### src/hdl/rbz_config.svh
`ifndef RBZ_CONFIG_SVH
`define RBZ_CONFIG_SVH

// Horizontal timing in pixels, sync covers start up to end-1
`define RBZ_H_VIEW    640
`define RBZ_H_TOTAL   800
`define RBZ_HS_START  656
`define RBZ_HS_END    752

// Vertical timing in lines
`define RBZ_V_VIEW    480
`define RBZ_V_TOTAL   525
`define RBZ_VS_START  490
`define RBZ_VS_END    492

`define RBZ_HALF_SIZE 320  // Centre column, walls are centred here
`define RBZ_SPI_BITS  40   // Exact length of a valid host frame

`endif
### src/hdl/video_pkg.sv
// Types shared by the timing and pixel path

package video_pkg;

  // Pixel or line coordinate, covers the 800x525 total
  typedef logic [9:0] pos_t;

  // 2 bits per channel, layout {r, g, b} with red in the top bits
  typedef logic [5:0] rgb_t;

endpackage

### src/hdl/wall_pkg.sv
// Wall records, style set and host word layout

package wall_pkg;

  typedef logic [8:0] row_t;  // Screen row, one ray per row

  // Result of one ray, supplied by the host
  typedef struct packed {
    logic [1:0] wall;  // 0 means no wall on this row
    logic       side;  // 1 selects the shaded face
    logic [9:0] size;  // Span length in pixels
    logic [5:0] texu;  // Texture column
    logic [7:0] texa;  // Texture step, 1/256 texel per pixel
  } wall_rec_t;

  // Colours in use for one frame
  typedef struct packed {
    video_pkg::rgb_t             bg_left;
    video_pkg::rgb_t             bg_right;
    video_pkg::rgb_t [2:0][1:0]  pal;  // [wall-1][texel]
  } style_t;

  // Record view of a host word, 3 pad bits fill the frame
  typedef struct packed {
    logic      kind;  // 0 here
    row_t      row;
    wall_rec_t rec;
    logic [2:0] pad;
  } host_rec_t;

  // Register view of a host word
  typedef struct packed {
    logic        kind;  // 1 here
    logic [2:0]  addr;  // 0 bg_left, 1 bg_right, 2..4 palette of walls 1..3
    logic [23:0] pad;
    logic [11:0] data;  // Palette: texel 1 high, texel 0 low
  } host_reg_t;

  typedef union packed {
    host_rec_t rec;
    host_reg_t cfg;
  } host_word_u;

endpackage

### src/hdl/pixel_out.sv
`timescale 1ns/1ps
`include "rbz_config.svh"

module pixel_out (
  input  logic             clk,
  input  logic             i_reset,
  input  video_pkg::pos_t  i_hpos,
  input  video_pkg::pos_t  i_vpos,
  input  logic             i_hsync,
  input  logic             i_vsync,
  input  logic             i_visible,
  input  logic             i_hit,
  input  video_pkg::rgb_t  i_wall_rgb,
  input  wall_pkg::style_t i_style,
  output logic             o_hsync_n,
  output logic             o_vsync_n,
  output video_pkg::rgb_t  o_rgb,
  output video_pkg::pos_t  o_hpos,
  output video_pkg::pos_t  o_vpos
);
  video_pkg::rgb_t bg_rgb;
  video_pkg::rgb_t pix_rgb;

  // Left and right halves of the rotated screen
  assign bg_rgb  = (i_hpos < `RBZ_HALF_SIZE) ? i_style.bg_left : i_style.bg_right;
  assign pix_rgb = !i_visible ? '0 :   // Black in blanking
                   i_hit      ? i_wall_rgb : bg_rgb;

  // One stage for everything, keeps colour, syncs and positions aligned
  always_ff @(posedge clk) begin
    if (i_reset) begin
      o_hsync_n <= 1'b1;
      o_vsync_n <= 1'b1;
      o_rgb     <= '0;
      o_hpos    <= '0;
      o_vpos    <= '0;
    end else begin
      o_hsync_n <= ~i_hsync;
      o_vsync_n <= ~i_vsync;
      o_rgb     <= pix_rgb;
      o_hpos    <= i_hpos;
      o_vpos    <= i_vpos;
    end
  end
endmodule

### config.mk
export PLATFORM = sky130hd
export DESIGN_NAME = pixel_out
export DESIGN_NICKNAME = d
export VERILOG_FILES = /design/src/hdl/video_pkg.sv /design/src/hdl/wall_pkg.sv /design/src/hdl/pixel_out.sv
export VERILOG_INCLUDE_DIRS = /design/src /design/src/hdl
export SDC_FILE = /design/constraint.sdc
export NUM_CORES = 1
export LEC_CHECK = 0
export BUFFER_PORTS_ARGS = -buffer_cell sky130_fd_sc_hd__buf_4
export CAP_MARGIN = 20
export CORE_MARGIN = 8
export CORE_UTILIZATION = 31
export DETAILED_ROUTE_END_ITERATION = 10
export HOLD_SLACK_MARGIN = 0.06
export PLACE_DENSITY = 0.86
export SETUP_SLACK_MARGIN = 0.15
export SLEW_MARGIN = 25
export SYNTH_ARGS = -nofsm -noshare
export SYNTH_HDL_FRONTEND = slang
export SYNTH_SLANG_ARGS = --single-unit
### constraint.sdc
create_clock -name clk -period 1 [get_ports clk]
set_input_delay 0.15 -clock clk [delete_from_list [all_inputs] [get_ports clk]]
set_output_delay 0.15 -clock clk [all_outputs]
set_load 0.01 [all_outputs]
==> run summary <==
Status: finished clean
# IOs: 108
Worst EP required: 0.85 ns
Total global routing overflow: 0
# port buffers: 71
Period utilisation layout: 92.82%
Mapped Cells: 81
Vias/cell: 4.541
Worst slew pin tran: 0.2612 ns
Clock buffer depth: 2
Cts bufs inserted: 3
Yosys warning count: 0
Starting Density: 32.40%
DRC: 0
WL final: 3234 um
Critical path buffers and inverters: 1
Leak: 0.0008457 uW
Die area: 4824 um^2
Setup ws final: 0.07178 ns
Max-slew headroom: 82.58%
Dpl ws: -0.02646 ns
Max H-tree Level: 1
Nets@finish: 255
First-pass DRT Iterations: 4
Clk pin slew, worst setup/hold paths: 0.14 ns
Max-slew violations: 0
Synth Net Count: 161
CTS Root Cell: clkbuf_4
Vias in the first global route: 1086
Pwr dens: 1210 nW/um^2
DP Wirelength: 2322 um
Fin cells: 205
Share of cells above drive strength 1: 60.92%
DR vias: 931
CTS Sinks: 28
Slowest stage delay, CP: 0.35 ns
Seq/Total Area, Yosys: 63.28%
All-Layer GR Usage: 12.67%
Area Overhead vs Synth: 106.5%
Critical path launch point type: flip-flop
Final hold vios: 0
Critical path class: reg -> out
Final antenna-violating net count: 0
Largest net degree at the start of global routing: 16
Hold Slack: 0.07544 ns
Peak VDD IR: 0.8940 mV
Routed length per placed instance: 15.78 um
Worst Path Arrival: 0.78 ns
Fill cell count: 215
GPL Wtd Cong: 0.6750
Post-CTS Setup Inserts: 0
Initial antenna violation count: 0
Max Freq: 1077 MHz
Worst hold path class: in -> reg
Crit path time final: 0.9282 ns
DR iter-0 viols: 49
Most frequent cells in the layout: 44 x buf_4, 28 x dfxtp_2, 28 x buf_6, 20 x dlygate4sd3_1, 19 x nor2b_1
Critical path, cell by cell: buf_6
Critical path capture point type: primary output
Slowest-stage cell, CP: dfxtp_2
Most common cell after layout, fill and taps aside: buf_4
Post-synthesis instance area: 885.9 um^2
Syn Area/Cell: 10.94 um^2
Placed cell count: 181
#FFs+latches synth: 28
RSZ-0062 raised after global routing: yes
Crit Path Max Fanout: 1
Core outline area: 2734 um^2
Total power: 2213 uW
First-pass GRT wire length: 5057 um
Die height: 69.46 um
Unique masters post-synth: 12
Die X: 69.46 um
Critical path's top delay family: flip-flops
# setup viols final: 0
Max Cap Viol: 0
Num rows: 19
Antenna cells: 0
TritonCTS clock tree: built
-- path summary, 6_finish.rpt --
path / from / end / cells past startpoint
setup / recovery: o_vpos[5] / o_vpos[5] / 1
hold / removal: i_hpos[6] / o_hpos[6] / 2
-- flip-flops by register name, indices dropped and copies added, names as in the netlist --
register   cells
o_vsync_n      1
o_rgb          6
o_hsync_n      1
o_vpos        10
o_hpos        10
-- through the flow --
stage	instance area, um^2	util, %	TNS [ns]
detailed placement	1453	53.14	-0.04473
global route	1829	66.91	0
floorplan	885.9	-	0
CTS	1803	65.95	0
finish	1829	66.91	0
global placement	1453	53.14	0
-- power by group --
| part | total (uW) | switching [uW] | internal (uW) |
|---|---|---|---|
| logic | 473 | 164 | 309 |
| clock network | 525 | 303 | 222 |
| registers | 1210 | 27.8 | 1190 |
| total | 2210 | 495 | 1720 |
-- Yosys cell counts --
| cell type | count | area, um^2 |
|---|---|---|
| o21ai_4 | 1 | 16.27 |
| dfxtp_1 | 28 | 560.5 |
| a221oi_1 | 6 | 52.55 |
| nand2b_1 | 3 | 18.77 |
| buf_2 | 1 | 5.000 |
| nor2b_1 | 19 | 118.9 |
| a31oi_1 | 6 | 37.54 |
| nor2_1 | 1 | 3.750 |
| o21ai_0 | 6 | 30.03 |
| inv_1 | 7 | 26.28 |
| clkbuf_1 | 2 | 7.510 |
| o21a_2 | 1 | 8.760 |
-- layout make-up --
class	instances	area (um^2)	area share, %
Clock buffer	4	36.28	1.984
Sequential cell	28	595.6	32.56
Tap cell	31	38.79	2.120
Inverter	7	26.28	1.436
Timing Repair Buffer	92	845.8	46.24
Multi-Input combinational cell	43	286.5	15.66
-- kinds of logic (layout without fill, tap and decap cells) --
| kind of cell | Yosys count | after routing | share of synthesized area, % |
|---|---|---|---|
| compound gates | 20 | 20 | 16.39 |
| simple gates | 23 | 23 | 15.96 |
| buf+inv | 10 | 103 | 4.379 |
| flops | 28 | 28 | 63.28 |
-- layer usage --
layer / share of wire, % / track usage, % / wire length (um)
met1: 39 / 12.77 / 1246
met2: 55 / 24.69 / 1771
met3: 5.7 / 2.289 / 183
met4: 0.96 / 4.784 / 31
met5: 0 / 0 / 0
-- repair_timing --
action                     in CTS  in global routing
setup endpoints to repair      28                 31
gates resized for setup        43                 13
hold endpoints to repair       19                  4
gates cloned                    0                  0
hold buffers                   19                  2
No activity file was read; power rests on OpenSTA's default activity.
