File: src/hdl/rbz_config.svh
`ifndef RBZ_CONFIG_SVH
`define RBZ_CONFIG_SVH

// Horizontal timing in pixels, sync covers start up to end-1
`define RBZ_H_VIEW    640
`define RBZ_H_TOTAL   800
`define RBZ_HS_START  656
`define RBZ_HS_END    752

// Vertical timing in lines
`define RBZ_V_VIEW    480
`define RBZ_V_TOTAL   525
`define RBZ_VS_START  490
`define RBZ_VS_END    492

`define RBZ_HALF_SIZE 320  // Centre column, walls are centred here
`define RBZ_SPI_BITS  40   // Exact length of a valid host frame

`endif
File: src/hdl/video_pkg.sv
// Types shared by the timing and pixel path

package video_pkg;

  // Pixel or line coordinate, covers the 800x525 total
  typedef logic [9:0] pos_t;

  // 2 bits per channel, layout {r, g, b} with red in the top bits
  typedef logic [5:0] rgb_t;

endpackage

File: src/hdl/vga_sync.sv
`timescale 1ns/1ps
`include "rbz_config.svh"

module vga_sync (
  input  logic            clk,
  input  logic            i_reset,
  output video_pkg::pos_t o_hpos,
  output video_pkg::pos_t o_vpos,
  output logic            o_hsync,     // Active high here, inverted at the output stage
  output logic            o_vsync,
  output logic            o_visible,
  output logic            o_line_end,  // hpos 799
  output logic            o_frame_end  // hpos 799 on the last visible line
);
  logic h_last;
  logic v_last;

  assign h_last = (o_hpos == video_pkg::pos_t'(`RBZ_H_TOTAL - 1));
  assign v_last = (o_vpos == video_pkg::pos_t'(`RBZ_V_TOTAL - 1));

  always_ff @(posedge clk) begin
    if (i_reset) begin
      o_hpos <= '0;
      o_vpos <= '0;
    end else if (h_last) begin
      o_hpos <= '0;
      o_vpos <= v_last ? '0 : o_vpos + 10'd1;  // Wrap after line 524
    end else begin
      o_hpos <= o_hpos + 10'd1;
    end
  end

  assign o_hsync     = (o_hpos >= `RBZ_HS_START) && (o_hpos < `RBZ_HS_END);
  assign o_vsync     = (o_vpos >= `RBZ_VS_START) && (o_vpos < `RBZ_VS_END);
  assign o_visible   = (o_hpos < `RBZ_H_VIEW) && (o_vpos < `RBZ_V_VIEW);
  assign o_line_end  = h_last;
  assign o_frame_end = h_last && (o_vpos == video_pkg::pos_t'(`RBZ_V_VIEW - 1));
endmodule

File: config.mk
export PLATFORM = sky130hd
export DESIGN_NAME = vga_sync
export DESIGN_NICKNAME = d
export VERILOG_FILES = /design/src/hdl/video_pkg.sv /design/src/hdl/vga_sync.sv
export VERILOG_INCLUDE_DIRS = /design/src /design/src/hdl
export SDC_FILE = /design/constraint.sdc
export NUM_CORES = 1
export LEC_CHECK = 0
export BUFFER_PORTS_ARGS = -buffer_cell sky130_fd_sc_hd__buf_4
export CAP_MARGIN = 20
export CELL_PAD_IN_SITES_DETAIL_PLACEMENT = 0
export CELL_PAD_IN_SITES_GLOBAL_PLACEMENT = 1
export CORE_MARGIN = 2
export CORE_UTILIZATION = 42
export DETAILED_ROUTE_END_ITERATION = 8
export GPL_TIMING_DRIVEN = 0
export HOLD_SLACK_MARGIN = 0.02
export PLACE_DENSITY_LB_ADDON = 0.2
export SLEW_MARGIN = 20
export SYNTH_ARGS = -nofsm -noshare
export SYNTH_HDL_FRONTEND = slang
export SYNTH_SLANG_ARGS = --single-unit
File: constraint.sdc
create_clock -name clk -period 2.7 [get_ports clk]
set_input_delay 0.135 -clock clk [delete_from_list [all_inputs] [get_ports clk]]
set_output_delay 0.135 -clock clk [all_outputs]
set_load 0.01 [all_outputs]
==> qor.yml, run 1 <==
grt_use_total_pct: 15.9
setup_slack_ns: 0.500
max-clock-path-buffers: 2
synth_common_cells: "20 x dfxtp_1, 15 x nor2_1, 9 x nand3_1"
place_inst: 178
initial_core_util_pct: 44.5
worstSkewPairLatency_ns: 0.32
period_share_pct: 81.5
design_area_mm2: 0.00141
grt_max_degree: 13
synthFlopType: "dfxtp_1"
final_hold_viol_count: 0
final_core_util_pct: 56.4
leakage_nw: 0.595
drc: 0
path_class: "flop to primary output"
wl_met1_um: 1200
synth_area_mm2: 0.00111
synth.most_common_cell: "dfxtp_1"
fin_nets: 161
finalCriticalPeriod_ns: 2.20
seqCellArea_um2: 400
multi_input_area_um2: 659
cp_max_fo: 8
powerDensity_mw_per_mm2: 416
slew_viol_final: 0
area_growth_pct: 26.5
syn_nets: 129
async_flop_share_pct: 0
vdd_ir_drop_max_uv: 260
met2_length_um: 982
cp-start-kind: "flop"
ys_ff_latch: 20
status: "finished, final reports clean"
viasPerCell: 5.33
fin_skew_ns: 0.00911
synthCells: 122
finalPower_uw: 586
cts-root-buf: "clkbuf_4"
wl_um: 2340
synth.distinct_cells: 35
drv_cap: 0
worstPathArrival_ns: 2.06
wl_met3_um: 114
final_cells: 183
route.top_layer_used: "met4"
setup_viol: 0
cts_setup_buffers: 0
grt_pass1_vias: 861
yosys.area.top_type: "dfxtp_1"
tightestPinTransition_ns: 0.413
cts_tree: "done"
placed_area_mm2: 0.00135
clkSinkCount: 20
overflow: 0
hold_path.class: "flop to flop"
dieWidth_um: 55.5
grt_pass1_wl_um: 4000
antenna_found_initial: 0
pre_cts_slack_ns: 0.822
num_vias: 976
tns_ns: 0
antenna_left: 0
dieArea_mm2: 0.00308
n_antenna_cell: 0
hold_ws_ns: 0.512
drt_first_pass_iters: 4
synth_edf_count: 0
rsz0062_at_grt: "false"
yosysSeqAreaShare_pct: 36.0
die_h_um: 55.5
post_drt_wl_per_cell_um: 12.8
core_area_mm2: 0.00250
ios: 27
synth_warnings: 0
drtIter0Drc: 12
syn_area_per_cell_um2: 9.13
dp_hpwl_um: 1730
endpoint_kind: "primary output"
rows: 18
drive_above_1_share_pct: 27.5
synth_top_area_share_pct: 36.0
fill_cells: 241
htreeDepth: 1
cts_buffers: 3
gp_congestion: 0.723
clock.fmax_mhz: 455
io_buffers: 26
path_clk_slew_ns: 0.13
slew_headroom_pct: 72.5
ys_top_cells_by_area: "dfxtp_1 36%, ha_1 5.6%, xnor2_1 5.5%"
cp.required_ns: 2.57
-- critical path, stage by stage (launching register included) --
cell and delay, ns:
dfxtp_1 0.36, clkbuf_1 0.35, nand4_4 0.23, or4_4 0.57
nor2_1 0.12, buf_4 0.12
-- worst paths after layout --
kind / from / end / slack (ns) / cells past startpoint
max reg2reg: o_hpos[4] / o_vpos[3] / 0.78 / 6
max: o_hpos[4] / o_frame_end / 0.50 / 5
min reg2reg: o_hpos[0] / o_hpos[0] / 0.51 / 1
min: o_hpos[0] / o_hpos[0] / 0.51 / 1
-- sequential cells by signal, summed over array words and instances (netlist names) --
signal and flops:
o_hpos 10, o_vpos 10
-- where the power goes --
group,internal [mW],switching (mW),total [mW]
clock network,0.150,0.108,0.258
logic,0.0113,0.0123,0.0237
registers,0.299,0.00570,0.305
-- cell type report --
class                           count  area share (%)
Clock inverter                      1            2.13
Buffer                              3            1.33
Inverter                            8            2.49
Tap cell                           30            2.66
Multi-Input combinational cell     91            46.8
Sequential cell                    20            28.4
Clock buffer                        3            1.60
Timing Repair Buffer               27            14.6
-- layer usage --
layer	track usage, %	up-vias
li1	-	490
met3	3.04	5
met5	0	-
met4	7.32	0
met2	24.5	27
met1	21.5	454
-- placed cells by master, fill, tap and decap left out, types with 3 or more instances in the layout --
cell type and n:
inv_1 7, nor3_1 5, nand4_1 3, xnor2_1 7, buf_4 26, nand3_1 9, ha_1 5, nor2_1 15
nor4_1 3, dfxtp_1 20, clkbuf_4 3, a21oi_1 4, xor2_1 6, nand2_1 7, and3_2 3
-- cells by family after synthesis --
family | after synthesis | synth area share (%)
and+or+nand+nor | 63 | 36.0
xor gates and xnor gates | 13 | 10.2
DFF | 20 | 36.0
adders and majority gates | 5 | 5.62
muxes | 2 | 1.80
buffers and inverters | 11 | 4.83
AOI/OAI and AO/OA | 8 | 5.62
-- repair_timing --
item                                   in CTS  in global routing
gates resized for setup                     0                  0
endpoints found under the hold margin       4                  0
hold buffers                                1                  0
(Power assumes the default switching activity.)
==> run 2: changes to the inputs <==
Settings changed: CORE_UTILIZATION 42 to 35.
Clock period 2.7 ns to 1.9 ns, I/O delays scaled along.
==> run 2 against run 1 <==
  * The run now ends with setup timing left
  * Largest power group unchanged
  * Sequential share of layout area fell by 0.50 points
  * Design area rose by 6.6%
  * Register-to-register slack got worse by 0.61 ns
  * Flip-flop and latch count did not move
  * Critical path depth fell by 1
  * Die area rose by 18%
  * Final cell count rose by 10%
  * Largest cell class unchanged
  * Count of clock-buffer cells in the layout did not move
  * Sequential power rose by 42%
  * Clock power rose by 39%
  * Clock skew rose by 0.0021 ns
  * Critical path type unchanged
  * Utilization fell by 6.8 points
==> qor.yml, run 2 (synthesis gave the netlist of run 1 again) <==
max-clock-path-buffers: 2
tns_ns: -0.0152
htreeDepth: 1
tightestPinTransition_ns: 0.363
grt_pass1_wl_um: 4230
grt_pass1_vias: 906
setup_slack_ns: -0.0152
hold_ws_ns: 0.517
finalCriticalPeriod_ns: 1.92
clock.fmax_mhz: 522
drv_cap: 0
initial_core_util_pct: 36.8
dieArea_mm2: 0.00365
antenna_found_initial: 0
reg.largest.list: "o_hpos: 10 flops, o_vpos: 10 flops"
cp-start-kind: "flop"
period_share_pct: 101
path_clk_slew_ns: 0.13
final_common_cell: "buf_4"
leakage_nw: 0.627
status: "complete, but fails checks"
grt_use_total_pct: 15.7
cp.required_ns: 1.80
n_antenna_cell: 0
dieWidth_um: 60.4
final_hold_viol_count: 0
cts_buffers: 3
io_buffers: 26
cts_tree: "done"
rsz0062_at_grt: "true"
mostFrequentLayoutCells: "32 x buf_4, 14 x nor2_1, 11 x dfxtp_1"
cp_max_fo: 4
path_class: "flop to primary output"
cts-root-buf: "clkbuf_4"
drc: 0
hold_path.class: "input port to flop"
core_area_mm2: 0.00303
slew_headroom_pct: 75.6
area_growth_pct: 34.8
gp_congestion: 0.780
cp_slowest_stage_delay_ns: 0.50
worstSkewPairLatency_ns: 0.31
powerDensity_mw_per_mm2: 549
fin_skew_ns: 0.0112
endpoint_kind: "primary output"
crit_chain: "or3b_4, or4_4, nor2_2, buf_4"
num_vias: 970
fin_nets: 166
viasPerCell: 4.80
post_drt_wl_per_cell_um: 12.4
worstPathArrival_ns: 1.82
setup_viol: 1
slew_viol_final: 0
antenna_left: 0
violations: "setup timing"
drtIter0Drc: 18
vdd_ir_drop_max_uv: 319
wl_um: 2510
drt_first_pass_iters: 4
overflow: 0
clkSinkCount: 20
ios: 27
cpMaxStageDelayCell: "or4_4"
grt_max_degree: 13
drive_above_1_share_pct: 37.3
die_h_um: 60.4
rows: 20
dp_hpwl_um: 1830
[run 2: worst max-delay path, delay by kind of cell, from the launching register on]
| kind | cells | cell delay, ns |
|---|---|---|
| AND/OR/NAND/NOR | 3 | 1.02 |
| flip-flops | 1 | 0.37 |
| buffers and inverters | 1 | 0.12 |
[run 2: through the flow]
| step | power (mW) | utilization (%) | area, um2 | std cells | worst slack [ns] |
|---|---|---|---|---|---|
| finish | 0.825 | 49.6 | 1500 | 202 | -0.0152 |
| global route | 0.861 | 49.6 | 1500 | 202 | -0.0844 |
| CTS | 0.836 | 49.6 | 1500 | 202 | -0.0294 |
| detailed placement | 0.476 | 45.0 | 1360 | 192 | -0.0152 |
| global placement | 0.475 | 45.0 | 1360 | 192 | 0.00302 |
| floorplan | 0.459 | - | 1110 | 122 | 0.149 |
[run 2: timing repair]
item                                    in CTS  in global routing
endpoints found under the setup margin      13                  2
pin swaps                                    1                  0
resized for setup                           15                  0
hold endpoints to repair                     6                  0
hold buffers                                 1                  0
buffers inserted                             6                  0
[run 2: worst paths after layout]
check                  from           to  slack (ns)  depth (start not counted)
hold reg to reg   o_hpos[0]    o_hpos[0]        0.52                          1
setup / recovery  o_hpos[6]  o_frame_end       -0.02                          4
hold / removal      i_reset    o_vpos[0]        0.52                          3
setup reg to reg  o_hpos[6]    o_vpos[7]        0.17                          5
[run 2: final cells by class]
type,count,area [um2]
inverter,8,35.0
clock buffer,3,22.5
timing repair buffer,33,250
clock inverter,1,30.0
tap,44,55.1
multi-input combinational,91,674
buffer,2,15.0
sequential,20,419
fill,306,1530
[run 2: where the power goes]
| part | leakage (nW) | total (mW) | internal (mW) | switching, mW |
|---|---|---|---|---|
| Clock | 0.0279 | 0.358 | 0.213 | 0.145 |
| Combinational | 0.432 | 0.0350 | 0.0173 | 0.0177 |
| Sequential | 0.167 | 0.432 | 0.421 | 0.0107 |
| Total | 0.627 | 0.825 | 0.652 | 0.173 |
[run 2: per-layer routing]
metal	up-vias	share of wire (%)	global-route usage [%]
met1	448	53	22.7
li1	500	-	-
met3	4	3.3	1.92
met4	0	1.0	6.67
met5	-	0	0
met2	18	42	23.4
