[src/hdl/rbz_config.svh]
`ifndef RBZ_CONFIG_SVH
`define RBZ_CONFIG_SVH

// Horizontal timing in pixels, sync covers start up to end-1
`define RBZ_H_VIEW    640
`define RBZ_H_TOTAL   800
`define RBZ_HS_START  656
`define RBZ_HS_END    752

// Vertical timing in lines
`define RBZ_V_VIEW    480
`define RBZ_V_TOTAL   525
`define RBZ_VS_START  490
`define RBZ_VS_END    492

`define RBZ_HALF_SIZE 320  // Centre column, walls are centred here
`define RBZ_SPI_BITS  40   // Exact length of a valid host frame

`endif
[src/hdl/video_pkg.sv]
// Types shared by the timing and pixel path

package video_pkg;

  // Pixel or line coordinate, covers the 800x525 total
  typedef logic [9:0] pos_t;

  // 2 bits per channel, layout {r, g, b} with red in the top bits
  typedef logic [5:0] rgb_t;

endpackage

[src/hdl/wall_pkg.sv]
// Wall records, style set and host word layout

package wall_pkg;

  typedef logic [8:0] row_t;  // Screen row, one ray per row

  // Result of one ray, supplied by the host
  typedef struct packed {
    logic [1:0] wall;  // 0 means no wall on this row
    logic       side;  // 1 selects the shaded face
    logic [9:0] size;  // Span length in pixels
    logic [5:0] texu;  // Texture column
    logic [7:0] texa;  // Texture step, 1/256 texel per pixel
  } wall_rec_t;

  // Colours in use for one frame
  typedef struct packed {
    video_pkg::rgb_t             bg_left;
    video_pkg::rgb_t             bg_right;
    video_pkg::rgb_t [2:0][1:0]  pal;  // [wall-1][texel]
  } style_t;

  // Record view of a host word, 3 pad bits fill the frame
  typedef struct packed {
    logic      kind;  // 0 here
    row_t      row;
    wall_rec_t rec;
    logic [2:0] pad;
  } host_rec_t;

  // Register view of a host word
  typedef struct packed {
    logic        kind;  // 1 here
    logic [2:0]  addr;  // 0 bg_left, 1 bg_right, 2..4 palette of walls 1..3
    logic [23:0] pad;
    logic [11:0] data;  // Palette: texel 1 high, texel 0 low
  } host_reg_t;

  typedef union packed {
    host_rec_t rec;
    host_reg_t cfg;
  } host_word_u;

endpackage

[src/hdl/wall_if.sv]
`timescale 1ns/1ps

// Record of the row being scanned, table to renderer
interface wall_if;
  logic [1:0] wall;
  logic       side;
  logic [9:0] size;
  logic [5:0] texu;
  logic [7:0] texa;

  modport table_side (
    output wall, side, size, texu, texa
  );

  modport render_side (
    input wall, side, size, texu, texa
  );
endinterface

[src/hdl/row_render.sv]
`timescale 1ns/1ps
`include "rbz_config.svh"

module row_render (
  input  logic             clk,
  input  logic             i_reset,
  input  video_pkg::pos_t  i_hpos,
  input  wall_pkg::style_t i_style,
  wall_if.render_side      w,
  output logic             o_hit,
  output video_pkg::rgb_t  o_rgb
);
  video_pkg::pos_t half;      // size/2, rounded down
  video_pkg::pos_t span_lo;   // First wall column
  logic [10:0]     span_sum;  // Unclamped end, may pass 1023
  logic [10:0]     span_hi;   // One past the last wall column
  logic            in_span;
  logic [13:0]     tex_acc;   // 8 fractional bits
  logic [5:0]      texv;
  logic            texel;
  logic [1:0]      pal_idx;
  video_pkg::rgb_t base_rgb;

  assign half     = {1'b0, w.size[9:1]};
  assign span_lo  = (half >= `RBZ_HALF_SIZE) ? '0 :
                    video_pkg::pos_t'(`RBZ_HALF_SIZE) - half;  // Clamp at column 0
  assign span_sum = {1'b0, span_lo} + {1'b0, w.size};
  assign span_hi  = (span_sum > `RBZ_H_VIEW) ? 11'(`RBZ_H_VIEW) : span_sum;
  assign in_span  = (i_hpos >= span_lo) && ({1'b0, i_hpos} < span_hi);
  assign o_hit    = (w.wall != 2'd0) && in_span;

  // Zero outside the span, so each line starts the texture at v=0
  always_ff @(posedge clk) begin
    if (i_reset || !in_span) begin
      tex_acc <= '0;
    end else begin
      tex_acc <= tex_acc + {6'd0, w.texa};
    end
  end

  assign texv  = tex_acc[13:8];       // Value before this pixel's step
  assign texel = w.texu[3] ^ texv[3];  // 8x8 checker

  assign pal_idx  = (w.wall == 2'd0) ? 2'd0 : w.wall - 2'd1;
  assign base_rgb = i_style.pal[pal_idx][texel];
  assign o_rgb    = w.side ? (base_rgb & 6'b10_10_10) : base_rgb;  // Side 1 darker
endmodule

[src/flat_wrapper.sv]
// flat-port wrapper written by rule: the top's interface ports become plain ports
module row_render_flat 
  (clk, i_reset, i_hpos, i_style, o_hit, o_rgb, w_wall, w_side, w_size, w_texu, w_texa);
  wall_if w_i ();
  input  logic clk;
  input  logic i_reset;
  input  video_pkg::pos_t i_hpos;
  input  wall_pkg::style_t i_style;
  output logic o_hit;
  output video_pkg::rgb_t o_rgb;
  input wire logic [$bits(w_i.wall)-1:0] w_wall;
  input wire logic [$bits(w_i.side)-1:0] w_side;
  input wire logic [$bits(w_i.size)-1:0] w_size;
  input wire logic [$bits(w_i.texu)-1:0] w_texu;
  input wire logic [$bits(w_i.texa)-1:0] w_texa;
  assign w_i.wall = w_wall;
  assign w_i.side = w_side;
  assign w_i.size = w_size;
  assign w_i.texu = w_texu;
  assign w_i.texa = w_texa;
  row_render u_core (.clk(clk), .i_reset(i_reset), .i_hpos(i_hpos), .i_style(i_style), .w(w_i), .o_hit(o_hit), .o_rgb(o_rgb));
endmodule
[config.mk]
export PLATFORM = sky130hd
export DESIGN_NAME = row_render_flat
export DESIGN_NICKNAME = d
export VERILOG_FILES = /design/src/hdl/video_pkg.sv /design/src/hdl/wall_pkg.sv /design/src/hdl/wall_if.sv /design/src/hdl/row_render.sv /design/src/flat_wrapper.sv
export VERILOG_INCLUDE_DIRS = /design/src /design/src/hdl
export SDC_FILE = /design/constraint.sdc
export NUM_CORES = 1
export LEC_CHECK = 0
export ABC_AREA = 1
export BUFFER_PORTS_ARGS = -buffer_cell sky130_fd_sc_hd__buf_2
export CORE_ASPECT_RATIO = 1.5
export CORE_MARGIN = 2
export CORE_UTILIZATION = 49
export CTS_CLUSTER_SIZE = 16
export DETAILED_ROUTE_END_ITERATION = 7
export GPL_ROUTABILITY_DRIVEN = 1
export HOLD_SLACK_MARGIN = 0.02
export PLACE_DENSITY = 0.89
export SYNTH_ARGS = -nofsm -noshare
export SYNTH_HDL_FRONTEND = slang
export SYNTH_SLANG_ARGS = --single-unit
[constraint.sdc]
create_clock -name clk -period 4.2 [get_ports clk]
set_input_delay 0.21 -clock clk [delete_from_list [all_inputs] [get_ports clk]]
set_output_delay 0.21 -clock clk [all_outputs]
set_load 0.02 [all_outputs]
==> impl_metrics.yaml <==
hold_path:
  hp-start: "w_texa[0]"
  hp-class: "primary input to flip-flop"
global_route:
  grt_usage: 0.2190
  grtUsageMet1: 0.2032
  met2_usage: 0.4645
  grt_pass1_vias: 2443
  antenna_found_initial: 0
  grt_pass1_wl_um: 9170
  grt_overflow: 0
  grt_busiest_layer: "met2"
  grt_max_degree: 13
  grt.met3_usage: 0.01783
layout:
  fillCellCount: 339
  reg_top3: "u_core.tex_acc (12)"
  largest_register_ffs: 12
  syn_to_final_growth_pct: 43.21
  drive_gt1_frac: 0.3954
  regMostFlops: "u_core.tex_acc"
  final_nets: 606
  multi_input_area_mm2: 0.002034
  num_antenna_cells: 0
  final-seq-area_um2: 240.2
timing:
  worstMarginPinSlew_ns: 0.5644
  period_needed_ns: 4.123
  maxSlewViolCount: 0
  hold_slack_ns: 0.3170
  hold_viol: 0
  fin_crit_sh: 0.9817
  fmax_mhz: 242.5
  relSlewSlack: 0.6210
  setup_viol: 0
  finClkSkew_ns: 0.001099
synth:
  ys_seq_elements: 12
  ys_warn_count: 0
  yosysSeqAreaShare: 0.1068
  synth_cells: 376
  ys_types: 32
  syn_nets: 503
  syn_area_mm2: 0.002250
  syn_avg_cell_area_um2: 5.983
critical_path:
  crit_family: "simple AND/OR/NAND/NOR gates"
  critPathSlowestCell: "ha_4"
  crit_start: "w_size[1]"
  critical_path.max_stage_delay_ns: 0.21
  crit_fanout: 6
  critPathCaptureType: "output pin"
  cp-start-kind: "primary input"
  critPathKind: "primary input to output pin"
  required_ns: 3.99
  crit_arrival_ns: 3.91
  rr_startpoint: "u_core.tex_acc[0]$_SDFF_PP0_"
  path_buf_inv: 12
flow_run:
  maxCapViolations: 0
place:
  dp_hpwl_um: 5032
  port_buffers: 76
  place.gp.congestion: 0.9024
die:
  start_util: 0.5036
  die_y_um: 86.99
  die_w_um: 59.33
  core-area_mm2: 0.004467
  die_area_mm2: 0.005160
  rows: 30
  ioPinCount: 94
detailed_routing:
  firstDrtPassIters: 4
  drt_wl_total_um: 6906
  routed_via_density: 5.342
  drtIter0Drc: 118
  wire_per_inst_um: 13.13
  dr_total_vias: 2810
  drc: 0
  final_antenna_net_count: 0
run_status:
  outcome: "complete, no violations"
cts:
  cts_num_sinks: 12
  clk_path_buf_depth: 2
  numCtsBuffers: 3
  ctsHtreeMaxLevel: 1
  holdBufCountCts: 0
  cts_tree: "yes"
  clk_latency_ns: 0.24
  ctsRootBufferMaster: "clkbuf_8"
  cts.clk_slew.worst_paths_ns: 0.05
power_and_ir_drop:
  fin_total_pwr_mw: 0.7550
  cellPowerDensity_mw_per_mm2: 234.3
  max-vdd-ir-drop_v: 0.0001048
  p_leak_nw: 1.710
==> cells by family (layout without fill, tap and decap cells) <==
kind of cell    after synthesis  after routing  share of synthesized area
xor+xnor                     12             12                    0.04672
flops                        12             12                     0.1068
fa+ha+maj                    40             40                     0.2291
simple gates                190            190                     0.3626
other cells                   2              2                   0.003338
compound gates               53             53                     0.1363
buf+inv                      67            169                     0.1151
==> cells in the final DEF (no fill, tap or decap), types with 2 or more instances in the layout <==
master,instances
nand4_1,2
fa_1,2
ha_2,5
a32oi_1,3
buf_6,4
conb_1,2
nor2_1,31
o21ai_0,12
ha_4,7
nand3_2,6
o22ai_1,6
a21oi_2,4
clkbuf_8,4
nor3_2,2
nand2_2,18
xnor2_1,5
o211ai_1,2
nand2_4,2
inv_1,53
a21oi_1,20
nand3_4,2
nand3_1,19
nor2_4,2
nor2_2,20
buf_4,22
buf_2,74
ha_1,26
nand2_1,81
dfxtp_1,12
inv_2,10
xor2_1,6
==> power breakdown <==
part,switching (mW),internal [mW]
clock network,0.0439,0.0828
registers,0.00343,0.124
logic,0.283,0.218
==> final timing paths <==
| kind | endpoint | slack (ns) | cells after the start |
|---|---|---|---|
| worst min register to register | u_core.tex_acc[10]$_SDFF_PP0_ | 0.55 | 3 |
| worst min-delay path | u_core.tex_acc[0]$_SDFF_PP0_ | 0.32 | 4 |
| worst max-delay path | o_hit | 0.08 | 35 |
| worst max register to register | u_core.tex_acc[10]$_SDFF_PP0_ | 1.94 | 14 |
==> metal layers <==
metal	wire length (µm)	up-vias
met2	3703	113
li1	-	1415
met4	292	0
met1	2557	1253
met5	0	-
met3	353	29
==> per-stage QoR <==
stage / cells / cell area [µm²] / setup TNS, ns / setup slack (ns) / util
2_1_floorplan: 376 / 2250 / 0 / 0.3926 / -
3_3_place_gp: 513 / 2788 / -0.06819 / -0.06819 / 0.6241
3_5_place_dp: 513 / 2788 / -0.5417 / -0.1507 / 0.6241
4_1_cts: 518 / 2861 / 0 / 0.0002629 / 0.6406
5_1_grt: 526 / 3222 / -0.1553 / -0.1553 / 0.7213
6_report: 526 / 3222 / 0 / 0.07686 / 0.7213
==> repair_timing <==
item,in CTS,in global routing
gates resized for setup,5,80
setup buffers,1,8
hold endpoints to repair,0,0
endpoints found under the setup margin,1,13
pin swaps,1,44
==> tightest hold or removal path: cells and delay by family <==
family	cells	cell delay, ns
AND/OR/NAND/NOR	1	0.08
buffers and inverters	2	0.12
adder cells (fa/ha/maj)	1	0.11
==> synthesized netlist by cell type <==
master,number,area share
o211ai_1,2,0.0067
buf_6,1,0.0050
a21oi_1,23,0.051
conb_1,2,0.0033
nand2_1,99,0.17
nor3b_1,1,0.0033
ha_1,38,0.21
nand3_2,1,0.0044
inv_2,1,0.0017
a31oi_1,1,0.0028
nand2_2,2,0.0056
nor4_1,1,0.0028
dfxtp_1,12,0.11
fa_1,2,0.018
a211oi_1,1,0.0033
nor2_1,42,0.070
nor2_2,11,0.031
o22ai_1,6,0.017
a32oi_1,3,0.012
nand4_1,2,0.0056
o21a_1,1,0.0033
clkbuf_1,1,0.0017
or2_2,1,0.0028
xnor2_1,5,0.019
nand3_4,1,0.0078
o21ai_0,13,0.029
a21oi_2,2,0.0078
xor2_1,7,0.027
nand3_1,25,0.056
a22o_1,1,0.0039
inv_1,64,0.11
nor3_1,4,0.0089
==> cell type report <==
cell class / count / share of cell area
Sequential cell: 12 / 0.07456
Tap cell: 48 / 0.01864
Multi-Input combinational cell: 297 / 0.6315
Clock buffer: 4 / 0.01709
Timing Repair Buffer: 100 / 0.1802
Inverter: 65 / 0.07806
No activity file was read; power rests on OpenSTA's default activity.
