<file path="config.mk">
export PLATFORM = sky130hd
export DESIGN_NAME = host_port
export DESIGN_NICKNAME = d
export VERILOG_FILES = /design/src/hdl/video_pkg.sv /design/src/hdl/wall_pkg.sv /design/src/hdl/host_port.sv
export VERILOG_INCLUDE_DIRS = /design/src /design/src/hdl
export SDC_FILE = /design/constraint.sdc
export NUM_CORES = 1
export LEC_CHECK = 0
export BUFFER_PORTS_ARGS = -buffer_cell sky130_fd_sc_hd__buf_4
export CORE_MARGIN = 4
export CORE_UTILIZATION = 60
export CTS_BUF_LIST = sky130_fd_sc_hd__clkbuf_4 sky130_fd_sc_hd__clkbuf_8
export DETAILED_ROUTE_END_ITERATION = 10
export GPL_ROUTABILITY_DRIVEN = 0
export MAX_ROUTING_LAYER = met4
export PLACE_DENSITY_LB_ADDON = 0.25
export SYNTH_ARGS = -nofsm -noshare
export SYNTH_HDL_FRONTEND = slang
export SYNTH_SLANG_ARGS = --single-unit
export TNS_END_PERCENT = 10
</file>
<file path="constraint.sdc">
create_clock -name clk -period 2.9 [get_ports clk]
set_input_delay 0 -clock clk [delete_from_list [all_inputs] [get_ports clk]]
set_output_delay 0 -clock clk [all_outputs]
set_load 0.005 [all_outputs]
</file>
<file path="src/hdl/rbz_config.svh">
`ifndef RBZ_CONFIG_SVH
`define RBZ_CONFIG_SVH

// Horizontal timing in pixels, sync covers start up to end-1
`define RBZ_H_VIEW    640
`define RBZ_H_TOTAL   800
`define RBZ_HS_START  656
`define RBZ_HS_END    752

// Vertical timing in lines
`define RBZ_V_VIEW    480
`define RBZ_V_TOTAL   525
`define RBZ_VS_START  490
`define RBZ_VS_END    492

`define RBZ_HALF_SIZE 320  // Centre column, walls are centred here
`define RBZ_SPI_BITS  40   // Exact length of a valid host frame

`endif
</file>
<file path="src/hdl/video_pkg.sv">
// Types shared by the timing and pixel path

package video_pkg;

  // Pixel or line coordinate, covers the 800x525 total
  typedef logic [9:0] pos_t;

  // 2 bits per channel, layout {r, g, b} with red in the top bits
  typedef logic [5:0] rgb_t;

endpackage

</file>
<file path="src/hdl/wall_pkg.sv">
// Wall records, style set and host word layout

package wall_pkg;

  typedef logic [8:0] row_t;  // Screen row, one ray per row

  // Result of one ray, supplied by the host
  typedef struct packed {
    logic [1:0] wall;  // 0 means no wall on this row
    logic       side;  // 1 selects the shaded face
    logic [9:0] size;  // Span length in pixels
    logic [5:0] texu;  // Texture column
    logic [7:0] texa;  // Texture step, 1/256 texel per pixel
  } wall_rec_t;

  // Colours in use for one frame
  typedef struct packed {
    video_pkg::rgb_t             bg_left;
    video_pkg::rgb_t             bg_right;
    video_pkg::rgb_t [2:0][1:0]  pal;  // [wall-1][texel]
  } style_t;

  // Record view of a host word, 3 pad bits fill the frame
  typedef struct packed {
    logic      kind;  // 0 here
    row_t      row;
    wall_rec_t rec;
    logic [2:0] pad;
  } host_rec_t;

  // Register view of a host word
  typedef struct packed {
    logic        kind;  // 1 here
    logic [2:0]  addr;  // 0 bg_left, 1 bg_right, 2..4 palette of walls 1..3
    logic [23:0] pad;
    logic [11:0] data;  // Palette: texel 1 high, texel 0 low
  } host_reg_t;

  typedef union packed {
    host_rec_t rec;
    host_reg_t cfg;
  } host_word_u;

endpackage

</file>
<file path="src/hdl/host_port.sv">
`timescale 1ns/1ps
`include "rbz_config.svh"

module host_port (
  input  logic                clk,
  input  logic                i_reset,
  input  logic                i_sclk,
  input  logic                i_mosi,
  input  logic                i_ss_n,
  input  logic                i_frame_end,  // Last pixel of the visible frame
  output logic                o_rec_we,
  output wall_pkg::row_t      o_rec_row,
  output wall_pkg::wall_rec_t o_rec,
  output wall_pkg::style_t    o_style
);
  logic [1:0]               sclk_sync;  // Two-flop synchronisers
  logic [1:0]               mosi_sync;
  logic [1:0]               ss_sync;
  logic                     sclk_d;
  logic                     ss_d;
  logic                     sclk_rise;
  logic                     ss_rise;    // End of frame
  logic [`RBZ_SPI_BITS-1:0] shreg;
  logic [5:0]               bit_cnt;    // Saturates, long frames never alias to 40
  logic                     word_vld;
  wall_pkg::host_word_u     word_q;     // Held until the next frame closes
  logic                     rec_stb;
  logic [4:0]               reg_sel;    // One-hot register address
  wall_pkg::style_t         pend;       // Written now, shown next frame

  function automatic wall_pkg::style_t style_default();
    wall_pkg::style_t s;
    s.bg_left   = 6'b10_10_10;
    s.bg_right  = 6'b01_01_01;
    s.pal[0][1] = 6'b11_00_00;  // Wall 1, reds
    s.pal[0][0] = 6'b10_00_00;
    s.pal[1][1] = 6'b00_11_00;  // Wall 2, greens
    s.pal[1][0] = 6'b00_10_00;
    s.pal[2][1] = 6'b00_00_11;  // Wall 3, blues
    s.pal[2][0] = 6'b00_00_10;
    return s;
  endfunction

  assign sclk_rise = sclk_sync[1] & ~sclk_d;
  assign ss_rise   = ss_sync[1] & ~ss_d;

  always_ff @(posedge clk) begin
    if (i_reset) begin
      sclk_sync <= 2'b00;
      mosi_sync <= 2'b00;
      ss_sync   <= 2'b11;  // Idle, deselected
      sclk_d    <= 1'b0;
      ss_d      <= 1'b1;
    end else begin
      sclk_sync <= {sclk_sync[0], i_sclk};
      mosi_sync <= {mosi_sync[0], i_mosi};
      ss_sync   <= {ss_sync[0], i_ss_n};
      sclk_d    <= sclk_sync[1];
      ss_d      <= ss_sync[1];
    end
  end

  // Mode 0, MSB first
  always_ff @(posedge clk) begin
    if (sclk_rise && !ss_sync[1]) begin
      shreg <= {shreg[`RBZ_SPI_BITS-2:0], mosi_sync[1]};
    end
  end

  always_ff @(posedge clk) begin
    if (i_reset || ss_sync[1]) begin
      bit_cnt <= '0;  // Cleared while deselected
    end else if (sclk_rise && bit_cnt != 6'd63) begin
      bit_cnt <= bit_cnt + 6'd1;
    end
  end

  // Stage 1, close the frame and check its length
  always_ff @(posedge clk) begin
    if (i_reset) begin
      word_vld <= 1'b0;
    end else begin
      word_vld <= ss_rise && (bit_cnt == `RBZ_SPI_BITS);
    end
  end

  always_ff @(posedge clk) begin
    if (ss_rise) begin
      word_q <= shreg;
    end
  end

  // Stage 2, split by kind and decode the address
  always_ff @(posedge clk) begin
    if (i_reset) begin
      rec_stb <= 1'b0;
      reg_sel <= '0;
    end else begin
      rec_stb <= word_vld && !word_q.rec.kind;
      reg_sel <= '0;
      if (word_vld && word_q.cfg.kind && word_q.cfg.addr <= 3'd4) begin
        reg_sel[word_q.cfg.addr] <= 1'b1;  // Addresses 5..7 are dropped
      end
    end
  end

  // Stage 3, record strobe out
  always_ff @(posedge clk) begin
    if (i_reset) begin
      o_rec_we <= 1'b0;
    end else begin
      o_rec_we <= rec_stb;
    end
  end

  always_ff @(posedge clk) begin
    if (rec_stb) begin
      o_rec_row <= word_q.rec.row;
      o_rec     <= word_q.rec.rec;
    end
  end

  // Stage 3, pending style write, and the frame-end swap
  always_ff @(posedge clk) begin
    if (i_reset) begin
      pend    <= style_default();
      o_style <= style_default();
    end else begin
      if (reg_sel[0]) pend.bg_left  <= word_q.cfg.data[5:0];
      if (reg_sel[1]) pend.bg_right <= word_q.cfg.data[5:0];
      for (int i = 0; i < 3; i++) begin
        if (reg_sel[i+2]) pend.pal[i] <= word_q.cfg.data;  // Both texels at once
      end
      if (i_frame_end) begin
        o_style <= pend;  // Colours only change between frames
      end
    end
  end
endmodule

</file>
==> results of run 1 <==
## report_power, final
group / leakage (uW) / switching, uW / internal [uW] / total, uW
sequential: 0.00200 / 19.6 / 3480 / 3500
combinational: 0.00108 / 62.7 / 48.3 / 111
clock: 0.000362 / 1160 / 1400 / 2560
total: 0.00344 / 1250 / 4920 / 6170
## worst max-delay path, cell delays in order (launching register included)
cell and delay (ps):
dfxtp_1 320, nand2b_1 270, nor2_4 470, buf_4 400
## logic make-up after synthesis
family	after synthesis	share of synthesized area, %
adder cells (fa/ha/maj)	2	0.3214
AO/OA/AOI/OAI	35	3.970
flip-flops	234	75.10
multiplexers	69	8.873
AND/OR/NAND/NOR	137	9.323
buffers and inverters	30	2.411
## stage by stage
stage / utilization [%] / setup slack, ps / std cells / hold slack, ps
detailed placement: 67.37 / 1075 / 745 / 190.6
finish: 73.06 / 1101 / 813 / 25.05
global route: 73.06 / 986.5 / 813 / 55.93
global placement: 67.37 / 1201 / 745 / 189.4
floorplan: - / 219.8 / 507 / 103.8
CTS: 73.06 / 1080 / 813 / 16.13
## Yosys cell counts, drive strengths merged (2+ instances only)
library cell / instances
nor2: 69
dfxtp: 118
buf: 17
nand4: 2
a211o: 30
or2: 2
nand2: 6
mux2i: 69
ha: 2
a31oi: 3
and3: 4
inv: 3
clkbuf: 10
nor2b: 39
edfxtp: 116
nor4b: 5
## repair_timing
item | CTS | global route
hold buffers | 3 | 0
buffers inserted | 0 | 0
endpoints found under the hold margin | 3 | 0
## sequential cells by signal, indices dropped and copies added, names as in the netlist
register	cells
reg_sel	5
o_rec	27
ss_sync	2
o_rec_we	1
mosi_sync	2
sclk_sync	2
sclk_d	1
bit_cnt	6
word_vld	1
word_q	40
shreg	40
rec_stb	1
o_rec_row	9
o_style	48
ss_d	1
pend	48
## how the worst min path moves through the flow
stage	cells after the start	endpoint	slack, ps	start
finish	2	pend[6]	30	i_reset
global route	2	pend[6]	60	i_reset
CTS	2	pend[29]	20	i_reset
detailed placement	2	ss_sync[0]	190	i_ss_n
global placement	2	ss_sync[0]	190	i_ss_n
floorplan	1	ss_sync[0]	100	i_ss_n
## routing by layer
layer	track usage [%]	up-vias
met5	-	-
met4	6.933	0
met3	4.039	29
met2	29.45	103
met1	25.18	2000
li1	-	2034
## cell type report
type                            count  area share (%)
Clock buffer                       51           6.771
Clock inverter                     14          0.6893
Inverter                            3          0.1216
Multi-Input combinational cell    243           19.07
Sequential cell                   234           63.16
Tap cell                          172           2.325
Timing Repair Buffer               96           7.866
==> impl_metrics.csv, run 1 <==
group,metric,value,unit
outcome,outcome,"completed",
clocking,ctsLongestPathBuffers,3,
sta,timing.fmax,555.8,MHz
yosys,yosysSeqAreaShare,75.10,%
drt,totalWireLength,13270,um
yosys,synth_nets,515,
drt,drt.antenna.violating_nets,0,
drt,top_layer_used,"met4",
drt,wl_met3,777,um
yosys,synth_top_area_share,44.75,%
floorplan,start_util,61.43,%
layout,postLayoutCellArea,9258,sq um
clocking,cts.sinks,234,
grt,grt_max_degree,69,
drt,post_drt_wl_per_cell,16.32,um
clocking,post_cts_resized,0,
drt,first_pass_iters,4,
yosys,synth_edf_count,116,
yosys,yosysWarnings,0,
clocking,root_buffer,"clkbuf_8",
drt,viasPerCell,5.124,
sta,worst_pin_slew,924.5,ps
min_path,hold_path.class,"in -> reg",
layout,regArea,5847,sq um
placement,dpl.hpwl,8074,um
drt,vias,4166,
yosys,syn_inst,507,
sta,skew,10.87,ps
layout,diodes,0,
job,drv_cap,0,
placement,io_buffers,90,
clocking,h-tree-depth,2,
floorplan,die_h,121.9,um
pwr,powerDensity,666.6,nW/um^2
placement,placed_cell_area,8537,sq um
pwr,power_leakage,0.003441,uW
clocking,clk_pin_slew,60,ps
worst_setup_path,crit_path_max_fanout,23,
drt,wl_met1,5823,um
layout,drive_above_1_share,25.27,%
worst_setup_path,path_class,"reg -> reg",
sta,maxSlewViolCount,0,
worst_setup_path,end_kind,"flop",
sta,hold_violations,0,
floorplan,io_pins,91,
worst_setup_path,start_kind,"flop",
worst_setup_path,crit_required,3070,ps
yosys,post-synth-top-area-cell,"edfxtp_1",
worst_setup_path,r2r_start,"sclk_d",
layout,multi_input_area,1765,sq um
yosys,synth_cell_types,36,
yosys,yosys_register_bits,234,
floorplan,core_area,12670,sq um
layout,nFillCells,859,
drt,met2_length,6377,um
layout,final_common_cell,"dfxtp_1",
worst_setup_path,r2r_slack,1100,ps
worst_setup_path,reg2reg_to,"shreg[30]",
worst_setup_path,critPathCapture,"shreg[30]",
sta,rsz0062_at_grt,"no",
clocking,worstSkewPairLatency,500,ps
clocking,cts_tree,"done",
grt,grt_antenna_before_repair,0,
yosys,yosys-top-cells-area,"edfxtp_1 (45%), dfxtp_1 (30%), mux2i_1 (8.9%)",
pwr,p_total,6171,uW
floorplan,die-area,14860,sq um
yosys,yosys_most_used_dff,"dfxtp_1",
floorplan,die_w,121.9,um
drt,dr.first_iter.drc_count,323,
worst_setup_path,cp-startpoint,"sclk_d",
yosys,avgSynthCellArea,15.35,sq um
layout,fin_nets,622,
sta,finalCriticalPeriod,1799,ps
grt,grt_pass1_vias,4147,
pwr,peakVddDrop,364.6,uV
layout,area_growth_syn_to_layout,18.94,%
sta,finalSetupTns,0,ps
grt,grt_usage,19.02,%
yosys,syn-cell-area,7784,sq um
worst_setup_path,r2r_cells,3,
grt,grt_first_pass_wirelength,21440,um
layout,final_cell_mix,"dfxtp_1 (117), edfxtp_1 (116), buf_4 (93)",
drt,drc,0,
clocking,cts_inserted_buffers,36,
grt,overflow,0,
sta,final-setup-viol-count,0,
sta,relSlewSlack,38.37,%
sta,finalCritPeriodShare,62.05,%
yosys,async_flop_share,0,%
worst_setup_path,arrival,1970,ps
floorplan,num_rows,41,
(Power assumes the default switching activity.)
==> run 2: changes to the inputs <==
Settings changed: ABC_AREA set to 1, CORE_UTILIZATION 60 to 59.
Clock period 2.9 ns to 1.7 ns, I/O delays scaled along.
==> run 2 against run 1 <==
  * Register-to-register slack worse by 780 ps
  * Total power up 71%
  * Worst hold slack better by 270 ps
  * Sequential share of layout area up 0.28 points
  * Final cell count up 17%
  * Global-route usage up 2.1 points
  * Critical path type unchanged
  * Critical endpoint is now word_q[31]
  * Highest routed layer unchanged
==> impl_metrics.csv, run 2 <==
group,metric,value,unit
outcome,outcome,"completed",
worst_setup_path,critPathCapture,"word_q[31]",
sta,timing.fmax,726.6,MHz
worst_setup_path,path_cells,"inv_1, or2_2, inv_1, buf_12",
clocking,cts_tree,"done",
clocking,cts.sinks,234,
yosys,avgSynthCellArea,11.86,sq um
clocking,h-tree-depth,2,
worst_setup_path,cp-startpoint,"ss_sync[1]",
worst_setup_path,crit_top_cell,"inv_1",
worst_setup_path,r2r_start,"ss_sync[1]",
worst_setup_path,reg2reg_to,"word_q[31]",
sta,skew,15.67,ps
sta,maxSlewViolCount,0,
yosys,syn-cell-area,7605,sq um
grt,grt_antenna_before_repair,0,
layout,drive_above_1_share,21.07,%
layout,final_cell_mix,"nor2_1 (148), dfxtp_1 (117), edfxtp_1 (116)",
drt,drc,0,
layout,diodes,0,
drt,totalWireLength,14850,um
yosys,post-synth-top-area-cell,"edfxtp_1",
min_path,hold_path.class,"in -> reg",
layout,fin_util,73.03,%
worst_setup_path,r2r_cells,4,
clocking,clk_pin_slew,60,ps
floorplan,num_rows,41,
yosys,synth_top_area_share,45.80,%
floorplan,die-area,14770,sq um
worst_setup_path,r2r_slack,320,ps
worst_setup_path,path_class,"reg -> reg",
yosys,yosysMostFrequentCell,"nor2_1",
yosys,yosys-top-cells-area,"edfxtp_1 (46%), dfxtp_1 (31%), nor2_1 (7.4%)",
drt,top_layer_used,"met4",
yosys,yosys-top-cells-count,"nor2_1 (149), dfxtp_1 (118), edfxtp_1 (116)",
sta,finalCriticalPeriod,1376,ps
placement,dpl.hpwl,9257,um
floorplan,die_h,121.5,um
grt,grt_usage,21.17,%
drt,met2_length,7455,um
drt,first_pass_iters,8,
grt,grt_max_degree,51,
sta,rsz0062_at_grt,"no",
grt,grt_first_pass_wirelength,23890,um
worst_setup_path,arrival,1570,ps
yosys,yosys_register_bits,234,
worst_setup_path,cpLargestDelayFamily,"flip-flops",
clocking,cts_inserted_buffers,36,
yosys,yosysWarnings,0,
clocking,root_buffer,"clkbuf_8",
layout,largestRegisters,"o_style x48, pend x48",
sta,finalCritPeriodShare,80.96,%
placement,dp_slack,329.7,ps
clocking,worstSkewPairLatency,510,ps
drt,viasPerCell,5.163,
clocking,post_cts_resized,0,
placement,io_buffers,90,
floorplan,io_pins,91,
yosys,async_flop_share,0,%
yosys,synth_nets,649,
floorplan,core_area,12620,sq um
drt,wl_met1,6046,um
grt,grt_pass1_vias,4908,
worst_setup_path,path_depth,4,
clocking,ctsLongestPathBuffers,3,
pwr,power_leakage,0.003772,uW
pwr,powerDensity,1147,nW/um^2
worst_setup_path,crit_path_max_fanout,40,
clocking,post-cts-setup-buffers,0,
layout,area_growth_syn_to_layout,21.19,%
worst_setup_path,crit_required,1890,ps
yosys,synth_cell_types,24,
worst_setup_path,slowest_delay,390,ps
job,drv_cap,0,
layout,final_common_cell,"nor2_1",
floorplan,die_w,121.5,um
yosys,syn_inst,641,
drt,post_drt_wl_per_cell,15.55,um
floorplan,start_util,60.26,%
worst_setup_path,cp.buffers_inverters,3,
pwr,peakVddDrop,812.4,uV
sta,worst_pin_slew,491.2,ps
yosys,synth_edf_count,116,
sta,hold_violations,0,
worst_setup_path,end_kind,"flop",
drt,dr.first_iter.drc_count,424,
drt,wl_met3,872,um
yosys,yosysSeqAreaShare,76.87,%
yosys,yosys_most_used_dff,"dfxtp_1",
sta,setup_ws,323.7,ps
clocking,ctsHoldBuffers,8,
layout,fin_nets,768,
worst_setup_path,cpMaxStageDelayCell,"dfxtp_1",
drt,drt.antenna.violating_nets,0,
worst_setup_path,start_kind,"flop",
sta,final-setup-viol-count,0,
sta,relSlewSlack,67.25,%
grt,overflow,0,
drt,vias,4931,
run 2: cell count changes after synthesis, sizes merged, moves of 30 or more:
cell,before,now
nor2b,39,0
nor2,69,151
a211o,30,0
nand2,6,79
nand3,1,33
o21ai,1,70
mux2i,69,0
run 2: how the worst min path moves through the flow:
stage             from      endpoint  slack (ps)  cells past startpoint
2_1_floorplan   i_ss_n    ss_sync[0]         100                      1
3_3_place_gp    i_ss_n    ss_sync[0]         190                      2
3_5_place_dp    i_ss_n    ss_sync[0]         190                      2
4_1_cts        i_reset  mosi_sync[1]         270                      3
5_1_grt        i_reset  mosi_sync[1]         300                      3
6_report       i_reset  sclk_sync[1]         290                      3
run 2: report_power, final:
group / switching [uW] / internal, uW / total, uW
registers: 48.3 / 5960 / 6010
clock network: 1990 / 2270 / 4250
logic: 169 / 135 / 304
total: 2200 / 8360 / 10600
run 2: layout make-up:
| cell class | count | area [sq um] |
|---|---|---|
| Clock buffer | 49 | 593.1 |
| Fill cell | 865 | 3403 |
| Clock inverter | 12 | 62.56 |
| Inverter | 30 | 113.9 |
| Timing Repair Buffer | 108 | 855.8 |
| Multi-Input combinational cell | 350 | 1529 |
| Tap cell | 172 | 215.2 |
| Sequential cell | 234 | 5847 |
run 2: cell families (layout without fill, tap and decap cells):
logic type                 Yosys count  in the layout  synth area share [%]
and+or+nand+nor                    274            274                 14.76
DFF                                234            234                 76.87
AOI/OAI and AO/OA                   73             73                 4.804
buffers and inverters               57            199                 3.126
xor gates and xnor gates             1              1                0.1152
adders and majority gates            2              2                0.3290
run 2: worst register-to-register path, delay by kind of cell (launching register included):
family | cells | cell delay, ps
AND/OR/NAND/NOR | 1 | 280
buffers and inverters | 3 | 380
flip-flops | 1 | 390
run 2: metrics by stage:
step           setup TNS [ps]  power (uW)  cell area, sq um  cells  hold WS [ps]
2_1_floorplan           -7114        6275              7612    641         103.8
3_3_place_gp                0        6409              8481    886         191.0
3_5_place_dp                0        6418              8481    886         189.5
4_1_cts                     0       10660              9216    955         271.4
5_1_grt                     0       11020              9216    955         303.0
6_report                    0       10570              9216    955         290.4
run 2: per-layer routing:
layer  global-route usage, %  vias up
li1                        -     2374
met2                   34.89      165
met5                       -        -
met1                   25.86     2356
met4                   8.613        0
met3                   4.271       36
==> run 3: changes to the inputs <==
Clock period 1.7 ns to 1.3 ns, I/O delays scaled along.
==> run 3 against run 2 <==
  * Global-route usage up 0.12 points
  * Largest cell class unchanged
  * Sequential cell count is the same
  * Worst hold slack worse by 1.5 ps
  * Combinational power is 36% higher
  * Final cell count rose by 0.10%
  * Sequential share of layout area shrank 0.35 points
  * Routed wire length fell by 0.71%
  * Design area is 0.72% higher
==> impl_metrics.csv, run 3 (synthesis results as in run 2) <==
group,metric,value,unit
sta,final-setup-viol-count,0,
worst_setup_path,arrival,1450,ps
clocking,cts_inserted_buffers,35,
min_path,min_from,"i_reset",
placement,dpl.hpwl,9505,um
drt,first_pass_iters,5,
layout,drive_above_1_share,22.58,%
clocking,cts.sinks,234,
drt,wl_met1,5988,um
worst_setup_path,crit_path_max_fanout,31,
worst_setup_path,r2r_start,"ss_sync[1]",
sta,rsz0062_at_grt,"yes",
drt,viasPerCell,5.132,
clocking,ctsLongestPathBuffers,3,
grt,grt_first_pass_wirelength,24040,um
grt,grt_pass1_vias,4863,
drt,top_layer_used,"met4",
floorplan,num_rows,41,
grt,grt_max_degree,57,
layout,area_growth_syn_to_layout,22.06,%
floorplan,io_pins,91,
floorplan,die-area,14770,sq um
drt,totalWireLength,14740,um
drt,drc,0,
layout,nFillCells,864,
grt,grt_usage,21.29,%
sta,relSlewSlack,71.56,%
layout,regArea,5857,sq um
worst_setup_path,path_cells,"inv_1, or2_2, clkinvlp_4, buf_12",
clocking,post-cts-setup-buffers,0,
floorplan,die_w,121.5,um
sta,finalCriticalPeriod,1259,ps
worst_setup_path,crit_required,1490,ps
layout,multi_input_area,1543,sq um
worst_setup_path,slowest_delay,330,ps
layout,fin_nets,770,
clocking,worstSkewPairLatency,500,ps
drt,vias,4906,
drt,post_drt_wl_per_cell,15.42,um
layout,final_common_cell,"nor2_1",
floorplan,start_util,60.26,%
floorplan,die_h,121.5,um
drt,drt.antenna.violating_nets,0,
drt,wl_met3,921,um
sta,finalSetupTns,0,ps
sta,skew,14.36,ps
placement,io_buffers,90,
sta,worst_pin_slew,426.7,ps
job,drv_cap,0,
floorplan,core_area,12620,sq um
layout,diodes,0,
clocking,h-tree-depth,2,
grt,grt_antenna_before_repair,0,
placement,place_inst,889,
sta,finalCritPeriodShare,96.81,%
drt,dr.first_iter.drc_count,441,
pwr,peakVddDrop,897.3,uV
worst_setup_path,start_kind,"flop",
worst_setup_path,path_class,"reg -> reg",
outcome,outcome,"completed",
pwr,powerDensity,1482,nW/um^2
clocking,clk_pin_slew,60,ps
layout,largestRegisters,"o_style x48, pend x48",
worst_setup_path,cpMaxStageDelayCell,"dfxtp_2",
worst_setup_path,end_kind,"flop",
grt,overflow,0,
sta,maxSlewViolCount,0,
layout,final_cell_mix,"nor2_1 (148), edfxtp_1 (116), dfxtp_1 (113)",
sta,timing.fmax,794.6,MHz
drt,met2_length,7477,um
worst_setup_path,r2r_slack,40,ps
clocking,root_buffer,"clkbuf_8",
min_path,hold_path.class,"in -> reg",
sta,hold_violations,0,
pwr,power_leakage,0.003780,uW
layout,final_cell_count_no_fill,956,
clocking,cts_tree,"done",
worst_setup_path,cp-startpoint,"ss_sync[1]",
-- run 3: changes by cell type in the layout (fill, tap and decap cells not counted), sizes merged --
| cell | previous run | this run |
|---|---|---|
| clkbuf | 49 | 46 |
| inv | 31 | 29 |
| clkinvlp | 1 | 2 |
| clkinv | 10 | 12 |
| buf | 100 | 103 |
-- run 3: worst max-delay path, delay by kind of cell, from the launching register on --
family / cells / cell delay [ps]
buffers and inverters: 3 / 320
DFF: 1 / 330
and+or+nand+nor: 1 / 300
-- run 3: final cells by class --
| cell class | instances | area share (%) |
|---|---|---|
| repair buffers | 111 | 9.732 |
| flip-flops and latches | 234 | 63.09 |
| well taps | 172 | 2.318 |
| inverters | 30 | 1.267 |
| multi-input cells | 350 | 16.62 |
| clock inverters | 13 | 0.6874 |
| clock buffers | 46 | 6.281 |
-- run 3: path summary, 6_finish.rpt --
check	end	cells past startpoint
setup / recovery	word_q[19]	4
hold / removal	mosi_sync[1]	3
setup reg to reg	word_q[19]	4
hold reg to reg	sclk_sync[1]	2
-- run 3: per-layer routing --
layer,up-vias,GRT usage (%)
li1,2386,-
met1,2321,27.13
met2,167,34.65
met3,32,3.621
met4,0,8.123
met5,-,-
-- run 3: metrics by stage --
stage / instance area, sq um / setup WS, ps / power [uW] / hold slack [ps] / utilization, %
2_1_floorplan: 7622 / -283.0 / 8208 / 103.8 / -
3_3_place_gp: 8538 / 39.28 / 8394 / 186.8 / 67.66
3_5_place_dp: 8538 / -5.703 / 8410 / 192.3 / 67.66
4_1_cts: 9274 / 32.57 / 13890 / 271.9 / 73.49
5_1_grt: 9283 / -20.23 / 14340 / 317.9 / 73.56
6_report: 9283 / 41.48 / 13760 / 288.9 / 73.56
-- run 3: where the power goes --
part	switching, uW	leakage, uW	internal, uW
Sequential	63.4	0.00201	7790
Combinational	225	0.00143	188
Clock	2560	0.000344	2930
Total	2850	0.00378	10900
-- run 3: repair_timing --
item                                    in CTS  in global routing
gates cloned                                 0                  0
hold buffers                                 8                  0
endpoints found under the hold margin       39                  0
pin swaps                                    0                  1
endpoints found under the setup margin       3                 35
gates resized for setup                      3                  4
